$ cat src/include/core_params.svh
// ****************************************
// Core parameters
// Widths, register count, reset address
// and the nop encoding of the RV32 core
// ****************************************
`ifndef CORE_PARAMS_SVH
`define CORE_PARAMS_SVH

`define CORE_XLEN     32
`define CORE_NREGS    32
`define CORE_RESET_PC 32'h0000_0000
// addi x0, x0, 0
`define CORE_NOP      32'h0000_0013

`endif

$ cat src/isa_pkg.sv
// ****************************************
// Instruction-set types
// Words, register indices, major opcodes
// and the funct3 codes of the subset
// ****************************************
`include "core_params.svh"

package isa_pkg;

   typedef logic [`CORE_XLEN-1:0] word_t;
   typedef logic [$clog2(`CORE_NREGS)-1:0] reg_idx_t;

   // Major opcodes, bits 6:0
   typedef enum logic [6:0] {
      opc_op     = 7'b0110011,
      opc_op_imm = 7'b0010011,
      opc_lui    = 7'b0110111,
      opc_load   = 7'b0000011,
      opc_store  = 7'b0100011,
      opc_branch = 7'b1100011,
      opc_jal    = 7'b1101111,
      opc_jalr   = 7'b1100111
   } opcode_t;

   // ALU function codes
   localparam logic [2:0] f3_add = 3'b000;
   localparam logic [2:0] f3_sll = 3'b001;
   localparam logic [2:0] f3_slt = 3'b010;
   localparam logic [2:0] f3_xor = 3'b100;
   localparam logic [2:0] f3_srl = 3'b101;
   localparam logic [2:0] f3_or  = 3'b110;
   localparam logic [2:0] f3_and = 3'b111;

   // Branch conditions
   localparam logic [2:0] f3_beq = 3'b000;
   localparam logic [2:0] f3_bne = 3'b001;
   localparam logic [2:0] f3_blt = 3'b100;
   localparam logic [2:0] f3_bge = 3'b101;

endpackage

$ cat src/ctrl_pkg.sv
// ****************************************
// Core control types
// ALU operations and destination sources
// ****************************************
package ctrl_pkg;

   typedef enum logic [3:0] {
      alu_add,
      alu_sub,
      alu_and,
      alu_or,
      alu_xor,
      alu_slt,
      alu_sll,
      alu_srl,
      // Operand b straight through, for lui
      alu_pass_b
   } alu_op_t;

   // Where the destination register value comes from
   typedef enum logic [1:0] {
      res_alu,
      res_mem,
      res_link
   } result_src_t;

endpackage

$ cat src/inst_decode.sv
// ****************************************
// Instruction decoder
// Field split, immediate build and control
// ****************************************
`timescale 1ns/1ps

module inst_decode (
   input  isa_pkg::word_t         inst,
   output isa_pkg::reg_idx_t      rs1,
   output isa_pkg::reg_idx_t      rs2,
   output isa_pkg::reg_idx_t      rd,
   output isa_pkg::word_t         imm,
   output ctrl_pkg::alu_op_t      alu_op,
   output logic                   alu_src_imm,
   output logic                   reg_write,
   output logic                   mem_read,
   output logic                   mem_write,
   output logic                   branch,
   output logic                   jump,
   output logic                   jump_reg,
   output ctrl_pkg::result_src_t  result_src,
   output logic [2:0]             funct3
);
   import isa_pkg::*;
   import ctrl_pkg::*;

   opcode_t opcode;
   alu_op_t arith_op;
   logic    arith_ok;
   word_t   imm_i;
   word_t   imm_s;
   word_t   imm_b;
   word_t   imm_u;
   word_t   imm_j;

   assign opcode = opcode_t'(inst[6:0]);
   assign rd     = inst[11:7];
   assign funct3 = inst[14:12];
   assign rs1    = inst[19:15];
   assign rs2    = inst[24:20];

   // Immediate formats
   assign imm_i = {{20{inst[31]}}, inst[31:20]};
   assign imm_s = {{20{inst[31]}}, inst[31:25], inst[11:7]};
   assign imm_b = {{19{inst[31]}}, inst[31], inst[7], inst[30:25], inst[11:8], 1'b0};
   assign imm_u = {inst[31:12], 12'b0};
   assign imm_j = {{11{inst[31]}}, inst[31], inst[19:12], inst[20], inst[30:21], 1'b0};

   // Register and immediate arithmetic share funct3
   always_comb
   begin
      arith_ok = 1'b1;
      case (funct3)
         f3_add:  arith_op = (opcode == opc_op && inst[30]) ? alu_sub : alu_add;
         f3_sll:  arith_op = alu_sll;
         f3_slt:  arith_op = alu_slt;
         f3_xor:  arith_op = alu_xor;
         f3_srl:  arith_op = alu_srl;
         f3_or:   arith_op = alu_or;
         f3_and:  arith_op = alu_and;
         default:
         begin
            arith_op = alu_add;
            arith_ok = 1'b0;
         end
      endcase
   end

   always_comb
   begin
      imm         = imm_i;
      alu_op      = alu_add;
      alu_src_imm = 1'b0;
      reg_write   = 1'b0;
      mem_read    = 1'b0;
      mem_write   = 1'b0;
      branch      = 1'b0;
      jump        = 1'b0;
      jump_reg    = 1'b0;
      result_src  = res_alu;
      case (opcode)
         opc_op:
         begin
            alu_op    = arith_op;
            reg_write = arith_ok;
         end
         opc_op_imm:
         begin
            alu_op      = arith_op;
            alu_src_imm = 1'b1;
            reg_write   = arith_ok;
         end
         opc_lui:
         begin
            imm         = imm_u;
            alu_op      = alu_pass_b;
            alu_src_imm = 1'b1;
            reg_write   = 1'b1;
         end
         opc_load:
         begin
            alu_src_imm = 1'b1;
            mem_read    = 1'b1;
            reg_write   = 1'b1;
            result_src  = res_mem;
         end
         opc_store:
         begin
            imm         = imm_s;
            alu_src_imm = 1'b1;
            mem_write   = 1'b1;
         end
         opc_branch:
         begin
            imm    = imm_b;
            branch = 1'b1;
         end
         opc_jal:
         begin
            imm        = imm_j;
            jump       = 1'b1;
            reg_write  = 1'b1;
            result_src = res_link;
         end
         opc_jalr:
         begin
            jump       = 1'b1;
            jump_reg   = 1'b1;
            reg_write  = 1'b1;
            result_src = res_link;
         end
         // Anything else behaves as a nop
         default:
         begin
            reg_write = 1'b0;
         end
      endcase
   end

   // One data access per instruction
   a_mem_excl: assert final (!(mem_read && mem_write));

endmodule

$ cat src/reg_file.sv
// ****************************************
// Register file
// Two read ports, one write port, x0 = 0
// ****************************************
`timescale 1ns/1ps
`include "core_params.svh"

module reg_file (
   input  logic               clk,
   input  logic               rst,
   input  logic               we,
   input  isa_pkg::reg_idx_t  ra1,
   input  isa_pkg::reg_idx_t  ra2,
   input  isa_pkg::reg_idx_t  wa,
   input  isa_pkg::word_t     wd,
   output isa_pkg::word_t     rd1,
   output isa_pkg::word_t     rd2
);
   import isa_pkg::*;

   word_t regs [`CORE_NREGS];

   always_ff @(posedge clk)
   begin
      if (rst)
      begin
         for (int i = 0; i < `CORE_NREGS; i++)
            regs[i] <= '0;
      end
      else if (we && wa != '0)
      begin
         regs[wa] <= wd;
      end
   end

   assign rd1 = regs[ra1];
   assign rd2 = regs[ra2];

   // x0 must survive every write pattern
   a_x0_zero: assert property (@(posedge clk) disable iff (rst) regs[0] == '0);

endmodule

$ cat src/alu_execute.sv
// ****************************************
// Execute stage
// Forwarding, ALU, branch test, jump target
// ****************************************
`timescale 1ns/1ps

module alu_execute (
   input  isa_pkg::word_t     pc,
   input  isa_pkg::word_t     rs1_val,
   input  isa_pkg::word_t     rs2_val,
   input  isa_pkg::word_t     imm,
   input  isa_pkg::word_t     fwd_val,
   input  logic               fwd_a,
   input  logic               fwd_b,
   input  ctrl_pkg::alu_op_t  alu_op,
   input  logic               alu_src_imm,
   input  logic               branch,
   input  logic               jump,
   input  logic               jump_reg,
   input  logic [2:0]         funct3,
   output isa_pkg::word_t     alu_out,
   output isa_pkg::word_t     store_val,
   output isa_pkg::word_t     target,
   output logic               redirect
);
   import isa_pkg::*;
   import ctrl_pkg::*;

   word_t op_a;
   word_t op_b_reg;
   word_t op_b;
   word_t jump_sum;
   logic  eq;
   logic  lt;
   logic  taken;

   // Result-stage value overrides a stale register read
   assign op_a     = fwd_a ? fwd_val : rs1_val;
   assign op_b_reg = fwd_b ? fwd_val : rs2_val;
   assign op_b     = alu_src_imm ? imm : op_b_reg;

   assign store_val = op_b_reg;

   always_comb
   begin
      case (alu_op)
         alu_sub:    alu_out = op_a - op_b;
         alu_and:    alu_out = op_a & op_b;
         alu_or:     alu_out = op_a | op_b;
         alu_xor:    alu_out = op_a ^ op_b;
         alu_slt:    alu_out = word_t'($signed(op_a) < $signed(op_b));
         alu_sll:    alu_out = op_a << op_b[4:0];
         alu_srl:    alu_out = op_a >> op_b[4:0];
         alu_pass_b: alu_out = op_b;
         default:    alu_out = op_a + op_b;
      endcase
   end

   // Branches always compare the two registers
   assign eq = (op_a == op_b_reg);
   assign lt = ($signed(op_a) < $signed(op_b_reg));

   always_comb
   begin
      case (funct3)
         f3_beq:  taken = eq;
         f3_bne:  taken = !eq;
         f3_blt:  taken = lt;
         f3_bge:  taken = !lt;
         default: taken = 1'b0;
      endcase
   end

   assign redirect = jump || (branch && taken);

   // jalr clears bit 0 of rs1 + imm
   assign jump_sum = op_a + imm;
   assign target   = jump_reg ? (jump_sum & ~word_t'(1)) : (pc + imm);

   a_target_aligned: assert final (redirect !== 1'b1 || target[1:0] == 2'b00);

endmodule

$ cat src/result_select.sv
// ****************************************
// Result stage
// Holds the last stage, picks the rd value
// ****************************************
`timescale 1ns/1ps

module result_select (
   input  logic                   clk,
   input  logic                   rst,
   input  logic                   stall,
   input  isa_pkg::word_t         alu_out,
   input  isa_pkg::word_t         link,
   input  isa_pkg::word_t         mem_data,
   input  logic                   reg_write,
   input  isa_pkg::reg_idx_t      rd,
   input  ctrl_pkg::result_src_t  result_src,
   output logic                   wb_we,
   output isa_pkg::reg_idx_t      wb_rd,
   output isa_pkg::word_t         wb_val
);
   import isa_pkg::*;
   import ctrl_pkg::*;

   word_t       w_alu;
   word_t       w_link;
   result_src_t w_src;
   logic        w_write;

   always_ff @(posedge clk)
   begin
      if (rst)
         w_write <= 1'b0;
      else if (!stall)
         w_write <= reg_write;
   end

   always_ff @(posedge clk)
   begin
      if (!stall)
      begin
         w_alu  <= alu_out;
         w_link <= link;
         w_src  <= result_src;
         wb_rd  <= rd;
      end
   end

   // Load data arrives from memory during this cycle
   always_comb
   begin
      case (w_src)
         res_mem:  wb_val = mem_data;
         res_link: wb_val = w_link;
         default:  wb_val = w_alu;
      endcase
   end

   assign wb_we = w_write && (wb_rd != '0) && !stall;

endmodule

$ cat src/rv_core.sv
// ****************************************
// RV32 integer core, three stages
// Fetch, decode/execute, result
// ****************************************
`timescale 1ns/1ps
`include "core_params.svh"

module rv_core (
   input  logic               clk,
   input  logic               rst,
   input  logic               stall,
   input  isa_pkg::word_t     inst_rdata,
   input  isa_pkg::word_t     data_rdata,
   output isa_pkg::word_t     inst_addr,
   output isa_pkg::word_t     data_addr,
   output isa_pkg::word_t     data_wdata,
   output logic               data_we,
   output logic               data_re,
   output logic               wb_valid,
   output isa_pkg::reg_idx_t  wb_rd,
   output isa_pkg::word_t     wb_data
);
   import isa_pkg::*;
   import ctrl_pkg::*;

   // Fetch stage
   word_t pc;
   word_t f_inst;
   word_t f_pc;

   // Decode and execute
   reg_idx_t    rs1;
   reg_idx_t    rs2;
   reg_idx_t    rd;
   word_t       imm;
   alu_op_t     alu_op;
   result_src_t result_src;
   logic        alu_src_imm;
   logic        reg_write;
   logic        mem_read;
   logic        mem_write;
   logic        branch;
   logic        jump;
   logic        jump_reg;
   logic [2:0]  funct3;
   word_t       rs1_val;
   word_t       rs2_val;
   word_t       alu_out;
   word_t       store_val;
   word_t       target;
   word_t       link;
   logic        redirect;
   logic        fwd_a;
   logic        fwd_b;

   // Result stage
   logic  wb_we;
   word_t wb_val;

   assign inst_addr = pc;

   // A taken transfer squashes the word being fetched
   always_ff @(posedge clk)
   begin
      if (rst)
      begin
         pc     <= `CORE_RESET_PC;
         f_inst <= `CORE_NOP;
      end
      else if (!stall)
      begin
         pc     <= redirect ? target : pc + word_t'(4);
         f_inst <= redirect ? `CORE_NOP : inst_rdata;
      end
   end

   always_ff @(posedge clk)
   begin
      if (!stall)
         f_pc <= pc;
   end

   inst_decode u_decode (
      .inst        (f_inst),
      .rs1         (rs1),
      .rs2         (rs2),
      .rd          (rd),
      .imm         (imm),
      .alu_op      (alu_op),
      .alu_src_imm (alu_src_imm),
      .reg_write   (reg_write),
      .mem_read    (mem_read),
      .mem_write   (mem_write),
      .branch      (branch),
      .jump        (jump),
      .jump_reg    (jump_reg),
      .result_src  (result_src),
      .funct3      (funct3)
   );

   reg_file u_regs (
      .clk (clk),
      .rst (rst),
      .we  (wb_we),
      .ra1 (rs1),
      .ra2 (rs2),
      .wa  (wb_rd),
      .wd  (wb_val),
      .rd1 (rs1_val),
      .rd2 (rs2_val)
   );

   // wb_we already excludes x0
   assign fwd_a = wb_we && (rs1 == wb_rd);
   assign fwd_b = wb_we && (rs2 == wb_rd);

   alu_execute u_exec (
      .pc          (f_pc),
      .rs1_val     (rs1_val),
      .rs2_val     (rs2_val),
      .imm         (imm),
      .fwd_val     (wb_val),
      .fwd_a       (fwd_a),
      .fwd_b       (fwd_b),
      .alu_op      (alu_op),
      .alu_src_imm (alu_src_imm),
      .branch      (branch),
      .jump        (jump),
      .jump_reg    (jump_reg),
      .funct3      (funct3),
      .alu_out     (alu_out),
      .store_val   (store_val),
      .target      (target),
      .redirect    (redirect)
   );

   assign data_addr  = alu_out;
   assign data_wdata = store_val;
   assign data_we    = mem_write && !stall;
   assign data_re    = mem_read && !stall;

   assign link = f_pc + word_t'(4);

   result_select u_result (
      .clk        (clk),
      .rst        (rst),
      .stall      (stall),
      .alu_out    (alu_out),
      .link       (link),
      .mem_data   (data_rdata),
      .reg_write  (reg_write),
      .rd         (rd),
      .result_src (result_src),
      .wb_we      (wb_we),
      .wb_rd      (wb_rd),
      .wb_val     (wb_val)
   );

   assign wb_valid = wb_we;
   assign wb_data  = wb_val;

endmodule

$ cat config.mk
export PLATFORM = sky130hd
export DESIGN_NAME = rv_core
export DESIGN_NICKNAME = d
export VERILOG_FILES = /design/src/isa_pkg.sv /design/src/ctrl_pkg.sv /design/src/inst_decode.sv /design/src/reg_file.sv /design/src/alu_execute.sv /design/src/result_select.sv /design/src/rv_core.sv
export VERILOG_INCLUDE_DIRS = /design/src /design/src/include
export SDC_FILE = /design/constraint.sdc
export NUM_CORES = 2
export LEC_CHECK = 0
export BUFFER_PORTS_ARGS = -buffer_cell sky130_fd_sc_hd__buf_2
export CAP_MARGIN = 10
export CELL_PAD_IN_SITES_DETAIL_PLACEMENT = 2
export CELL_PAD_IN_SITES_GLOBAL_PLACEMENT = 2
export CORE_ASPECT_RATIO = 1.25
export CORE_MARGIN = 2
export CORE_UTILIZATION = 44
export DETAILED_ROUTE_END_ITERATION = 10
export PLACE_DENSITY = 0.88
export SLEW_MARGIN = 20
export SYNTH_ARGS = -nofsm -noshare
export SYNTH_HDL_FRONTEND = slang
export SYNTH_SLANG_ARGS = --single-unit
$ cat constraint.sdc
create_clock -name clk -period 7.1 [get_ports clk]
set_clock_uncertainty 0.1 [all_clocks]
set_input_delay 0.355 -clock clk [delete_from_list [all_inputs] [get_ports clk]]
set_output_delay 0.355 -clock clk [all_outputs]
set_load 0.1 [all_outputs]
==> impl_metrics.yaml, run 1 <==
status:
  error_line: "[ERROR GRT-0232] Routing congestion too high. Check the congestion heatmap in the GUI."
  failed_stage: "5_1_grt"
  outcome: "aborted with a tool error"
synthesis:
  syn_avg_cell_area_um2: 11.6
  synthArstFlopShare: 0
  synth_flop_cell: "edfxtp_1"
  yosys_warnings: 0
  synth_cell_type_count: 101
  synthCells: 6309
  yosys_register_bits: 1202
  yosysSeqAreaShare: 0.483
  synth_edf_count: 1127
  synth_area_um2: 73100
die:
  rows: 167
  io_pins: 203
  start_util: 0.442
  die_height_um: 460
  dieWidth_um: 369
cts:
  cts_buffers: 131
  htreeDepth: 4
  cts_sinks: 1202
  clock_path_buffers: 3
  clock_tree.root_cell: "clkbuf_16"
sta:
  crit_endpoint: "data_addr[0]"
  worstEndpointType: "primary output"
grt:
  grt_max_degree: 88
  antenna_found_initial: 141
  grt_overflow: 91
  grt_use_total: 0.815
placed_design:
  io_buffer_count: 202
  dp_hpwl_um: 273000
  dp_slack_ps: -640
  gp_congestion: 1.05
## cell usage after synthesis (all sizes together), types with 24 or more instances
cell type / instances / area [um^2]
nor2: 1224 / 4590
edfxtp: 1127 / 33800
mux4: 537 / 12100
nand2: 445 / 1690
clkbuf: 398 / 1500
a21oi: 319 / 1600
o21ai: 229 / 1170
mux2i: 215 / 2160
inv: 205 / 772
ha: 188 / 2350
buf: 147 / 900
nand3: 109 / 546
a22oi: 77 / 578
dfxtp: 75 / 1500
xnor2: 74 / 648
nor3: 73 / 385
a211oi: 63 / 478
o22ai: 60 / 375
a21o: 52 / 390
o21a: 49 / 368
o211ai: 39 / 298
mux2: 38 / 428
a221o: 35 / 350
nand4: 35 / 225
xor2: 34 / 298
a31oi: 33 / 206
nor2b: 33 / 206
nand2b: 31 / 194
or3: 24 / 150
## what timing repair did
| item | CTS |
|---|---|
| setup buffers | 92 |
| hold buffers | 30 |
| hold endpoints to repair | 47 |
| gates resized for setup | 274 |
| pin swaps | 56 |
| cloned | 19 |
| setup endpoints to repair | 65 |
## metrics by stage
| step | TNS (ps) | cells | hold WS, ps | instance area (um^2) |
|---|---|---|---|---|
| CTS | -1240 | 9003 | 12.0 | 86400 |
| detailed placement | -5040 | 8629 | 383 | 79400 |
| global placement | -383 | 8629 | 367 | 79400 |
| floorplan | -55.7 | 6340 | 330 | 73500 |
## cell families after synthesis
group / share of synthesized area
DFF: 0.483
and+or+nand+nor: 0.122
adders and majority gates: 0.0334
xor gates and xnor gates: 0.0129
muxes: 0.201
other: 0.0000513
buffers and inverters: 0.0436
AOI/OAI and AO/OA: 0.104
## routing by layer
layer | track usage | overflow
met1 | 0.787 | 13
met3 | 0.739 | 6
met4 | 0.807 | 40
met5 | 0.593 | 2
met2 | 0.930 | 30
==> run 2: changes to the inputs <==
--- a/config.mk
+++ b/config.mk
@@ -8,13 +8,10 @@
 export LEC_CHECK = 0
 export BUFFER_PORTS_ARGS = -buffer_cell sky130_fd_sc_hd__buf_2
 export CAP_MARGIN = 10
-export CELL_PAD_IN_SITES_DETAIL_PLACEMENT = 2
-export CELL_PAD_IN_SITES_GLOBAL_PLACEMENT = 2
-export CORE_ASPECT_RATIO = 1.25
 export CORE_MARGIN = 2
-export CORE_UTILIZATION = 44
+export CORE_UTILIZATION = 40
 export DETAILED_ROUTE_END_ITERATION = 10
-export PLACE_DENSITY = 0.88
+export PLACE_DENSITY_LB_ADDON = 0.15
 export SLEW_MARGIN = 20
 export SYNTH_ARGS = -nofsm -noshare
 export SYNTH_HDL_FRONTEND = slang
==> run 2 against run 1 <==
The flow now finishes, with violations (negative setup slack). Synthesized cell count is the same. Synthesized area did not move.
==> impl_metrics.yaml, run 2 <==
hold_path:
  hold_class: "input port to flip-flop"
  hold_path_startpoint: "inst_rdata[15]"
route:
  drt-initial-drc-count: 10200
  ant_nets: 0
  vias: 61200
  vias_per_cell: 6.70
  drc: 0
  wire_per_inst_um: 37.6
  dr.pass1.iters: 8
  drt_wl_total_um: 344000
placed_design:
  gp_congestion: 1.07
  io_buffer_count: 202
  place_inst: 8765
  dp_hpwl_um: 224000
  place_area_um2: 79400
synthesis:
  yosysMostFrequentCell: "nor2_1"
  syn_avg_cell_area_um2: 11.6
  synthCells: 6309
  synthArstFlopShare: 0
  ys_top_cells_by_count: "nor2_1, edfxtp_1, mux4_2, nand2_1, clkbuf_1"
  synth.top_cell.area_share: 0.463
  synth_top_cell_by_area: "edfxtp_1"
  synth_area_um2: 73100
  synthTopCellsByArea: "edfxtp_1, mux4_2, nor2_1, ha_1, mux2i_1"
  yosysSeqAreaShare: 0.483
  synth_flop_cell: "edfxtp_1"
  synth_edf_count: 1127
  synth_cell_type_count: 101
  yosys_register_bits: 1202
  yosys_warnings: 0
job:
  cap_violations: 0
cts:
  cts_buffers: 141
  clock_latency_ps: 830
  htreeDepth: 4
  clock_path_buffers: 3
  clock_tree.root_cell: "clkbuf_16"
  cts_sinks: 1202
  path_clk_slew_ps: 60
  cts_tree: "built"
sta:
  rsz0062_at_grt: "true"
  hold_violations: 0
  fmax_ghz: 0.135
  finalSetupViolCount: 3
  tightest_slew_ps: 1170
  post-route-min-period_ps: 7400
  whs_ps: 72.4
  period_share: 1.04
  max_slew_margin: 0.212
  final_max_slew_viol_count: 0
  fin_ws_ps: -296
cells_and_area:
  final.fill_count: 16300
  fin_cells: 9136
  fin_util: 0.475
  multi_input_area_um2: 36200
  design_area_um2: 86000
  regMostFlops: "u_regs.regs"
  nNetsFinal: 6908
  largest_reg_flops: 1024
  area_growth_pct: 17.6
  mostFrequentLayoutCells: "nor2_1, edfxtp_1, mux4_2, buf_4, nand2_1"
  mostFrequentLayoutCell: "nor2_1"
  drive_above_1_share: 0.257
  seq_area_um2: 35400
grt:
  grt_pass1_vias: 58100
  use_met1: 0.505
  grt_pass1_wl_um: 467000
  grt_max_degree: 103
  use_met2: 0.515
  grt_overflow: 0
  antenna_found_initial: 16
  use_met3: 0.0860
  grt_use_total: 0.361
  top_usage_layer: "met2"
status:
  violations: "negative setup slack"
  outcome: "complete, but fails checks"
setup_path:
  critPathLaunchType: "flip-flop"
  cp.arrival_ps: 6940
  crit_path_max_fanout: 13
  crit_path_top_delay_cell: "a21oi_1"
  crit_chain: "xor2_1 -> nor3_1 -> and3_4 -> buf_4 -> buf_4 -> buf_4 -> a211oi_1 -> a21oi_1 -> buf_4 -> mux2i_1 -> mux2i_1 -> mux2i_1 -> o22ai_1 -> nor3_2 -> buf_4 -> a221o_1 -> a22o_1 -> nor3_4 -> buf_12 -> buf_12"
  crit_type: "flip-flop to output port"
  worst_path_most_repeated_cell: "buf_4"
  critPathMaxStageDelay_ps: 640
  endpoint_kind: "output port"
  cp-startpoint: "u_result.wb_rd[2]"
  crit_required_ps: 6640
power_and_ir_drop:
  power.total_uw: 24400
  power.density_nw_per_um2: 284
  vdd_drop_max_mv: 0.365
  p_leak_uw: 0.0323
die:
  die_height_um: 432
  dieArea_um2: 186000
  dieWidth_um: 432
  rows: 156
  core-area_um2: 181000
  io_pins: 203
  start_util: 0.404
-- run 2: cell counts after synthesis --
Identical to the previous run, type by type.
-- run 2: worst paths after layout --
| check | to | slack [ps] | depth (start not counted) |
|---|---|---|---|
| setup reg to reg | flip-flop | 270 | 21 |
| setup / recovery | data_addr[29] | -300 | 20 |
| hold reg to reg | f_pc[0] | 350 | 0 |
| hold / removal | flip-flop | 70 | 4 |
-- run 2: cell type report --
class	instances	area share
inverter	210	0.00928
clock inverter	72	0.00842
timing repair buffer	711	0.0720
tap	2370	0.0345
sequential	1202	0.411
antenna	4	0.000116
clock buffer	184	0.0435
multi-input combinational	4383	0.421
-- run 2: repair_timing --
item | CTS | global route
buffers inserted | 41 | 34
resized for setup | 97 | 107
endpoints found under the hold margin | 41 | 0
endpoints found under the setup margin | 22 | 25
hold buffers | 30 | 0
gates cloned | 5 | 2
pin swaps | 12 | 38
-- run 2: power by group --
group | switching [uW] | internal [uW]
Clock | 3190 | 4050
Combinational | 6120 | 2740
Sequential | 250 | 8090
-- run 2: through the flow --
step	setup TNS [ps]	worst slack (ps)
final	-468	-296
after global routing	-1070	-281
after CTS	-478	-175
after detailed placement	0	176
after global placement	0	140
after floorplan	-55.7	-32.7
-- run 2: cell families (layout without fill, tap and decap cells) --
group           count (synthesis)  after routing  synth area share
flops                        1202           1202             0.483
mux                           790            790             0.201
xor+xnor                      108            108            0.0129
other cells                     1             36         0.0000513
buf+inv                       755           1177            0.0436
fa+ha+maj                     193            193            0.0334
compound gates               1155           1155             0.104
simple gates                 2105           2105             0.122
-- run 2: worst max-delay path, delay by kind of cell (launching register included) --
kind	cells	cell delay, ps
AND/OR/NAND/NOR	4	1430
buffers and inverters	7	1410
XOR/XNOR	1	190
flip-flops	1	510
AO/OA/AOI/OAI	5	1870
multiplexers	3	650
-- run 2: per-layer routing --
| metal | share of wire | vias to the layer above |
|---|---|---|
| li1 | - | 24400 |
| met1 | 0.39 | 31300 |
| met2 | 0.42 | 4504 |
| met3 | 0.12 | 970 |
| met4 | 0.068 | 16 |
| met5 | 0.00030 | - |
(Power assumes the default switching activity.)
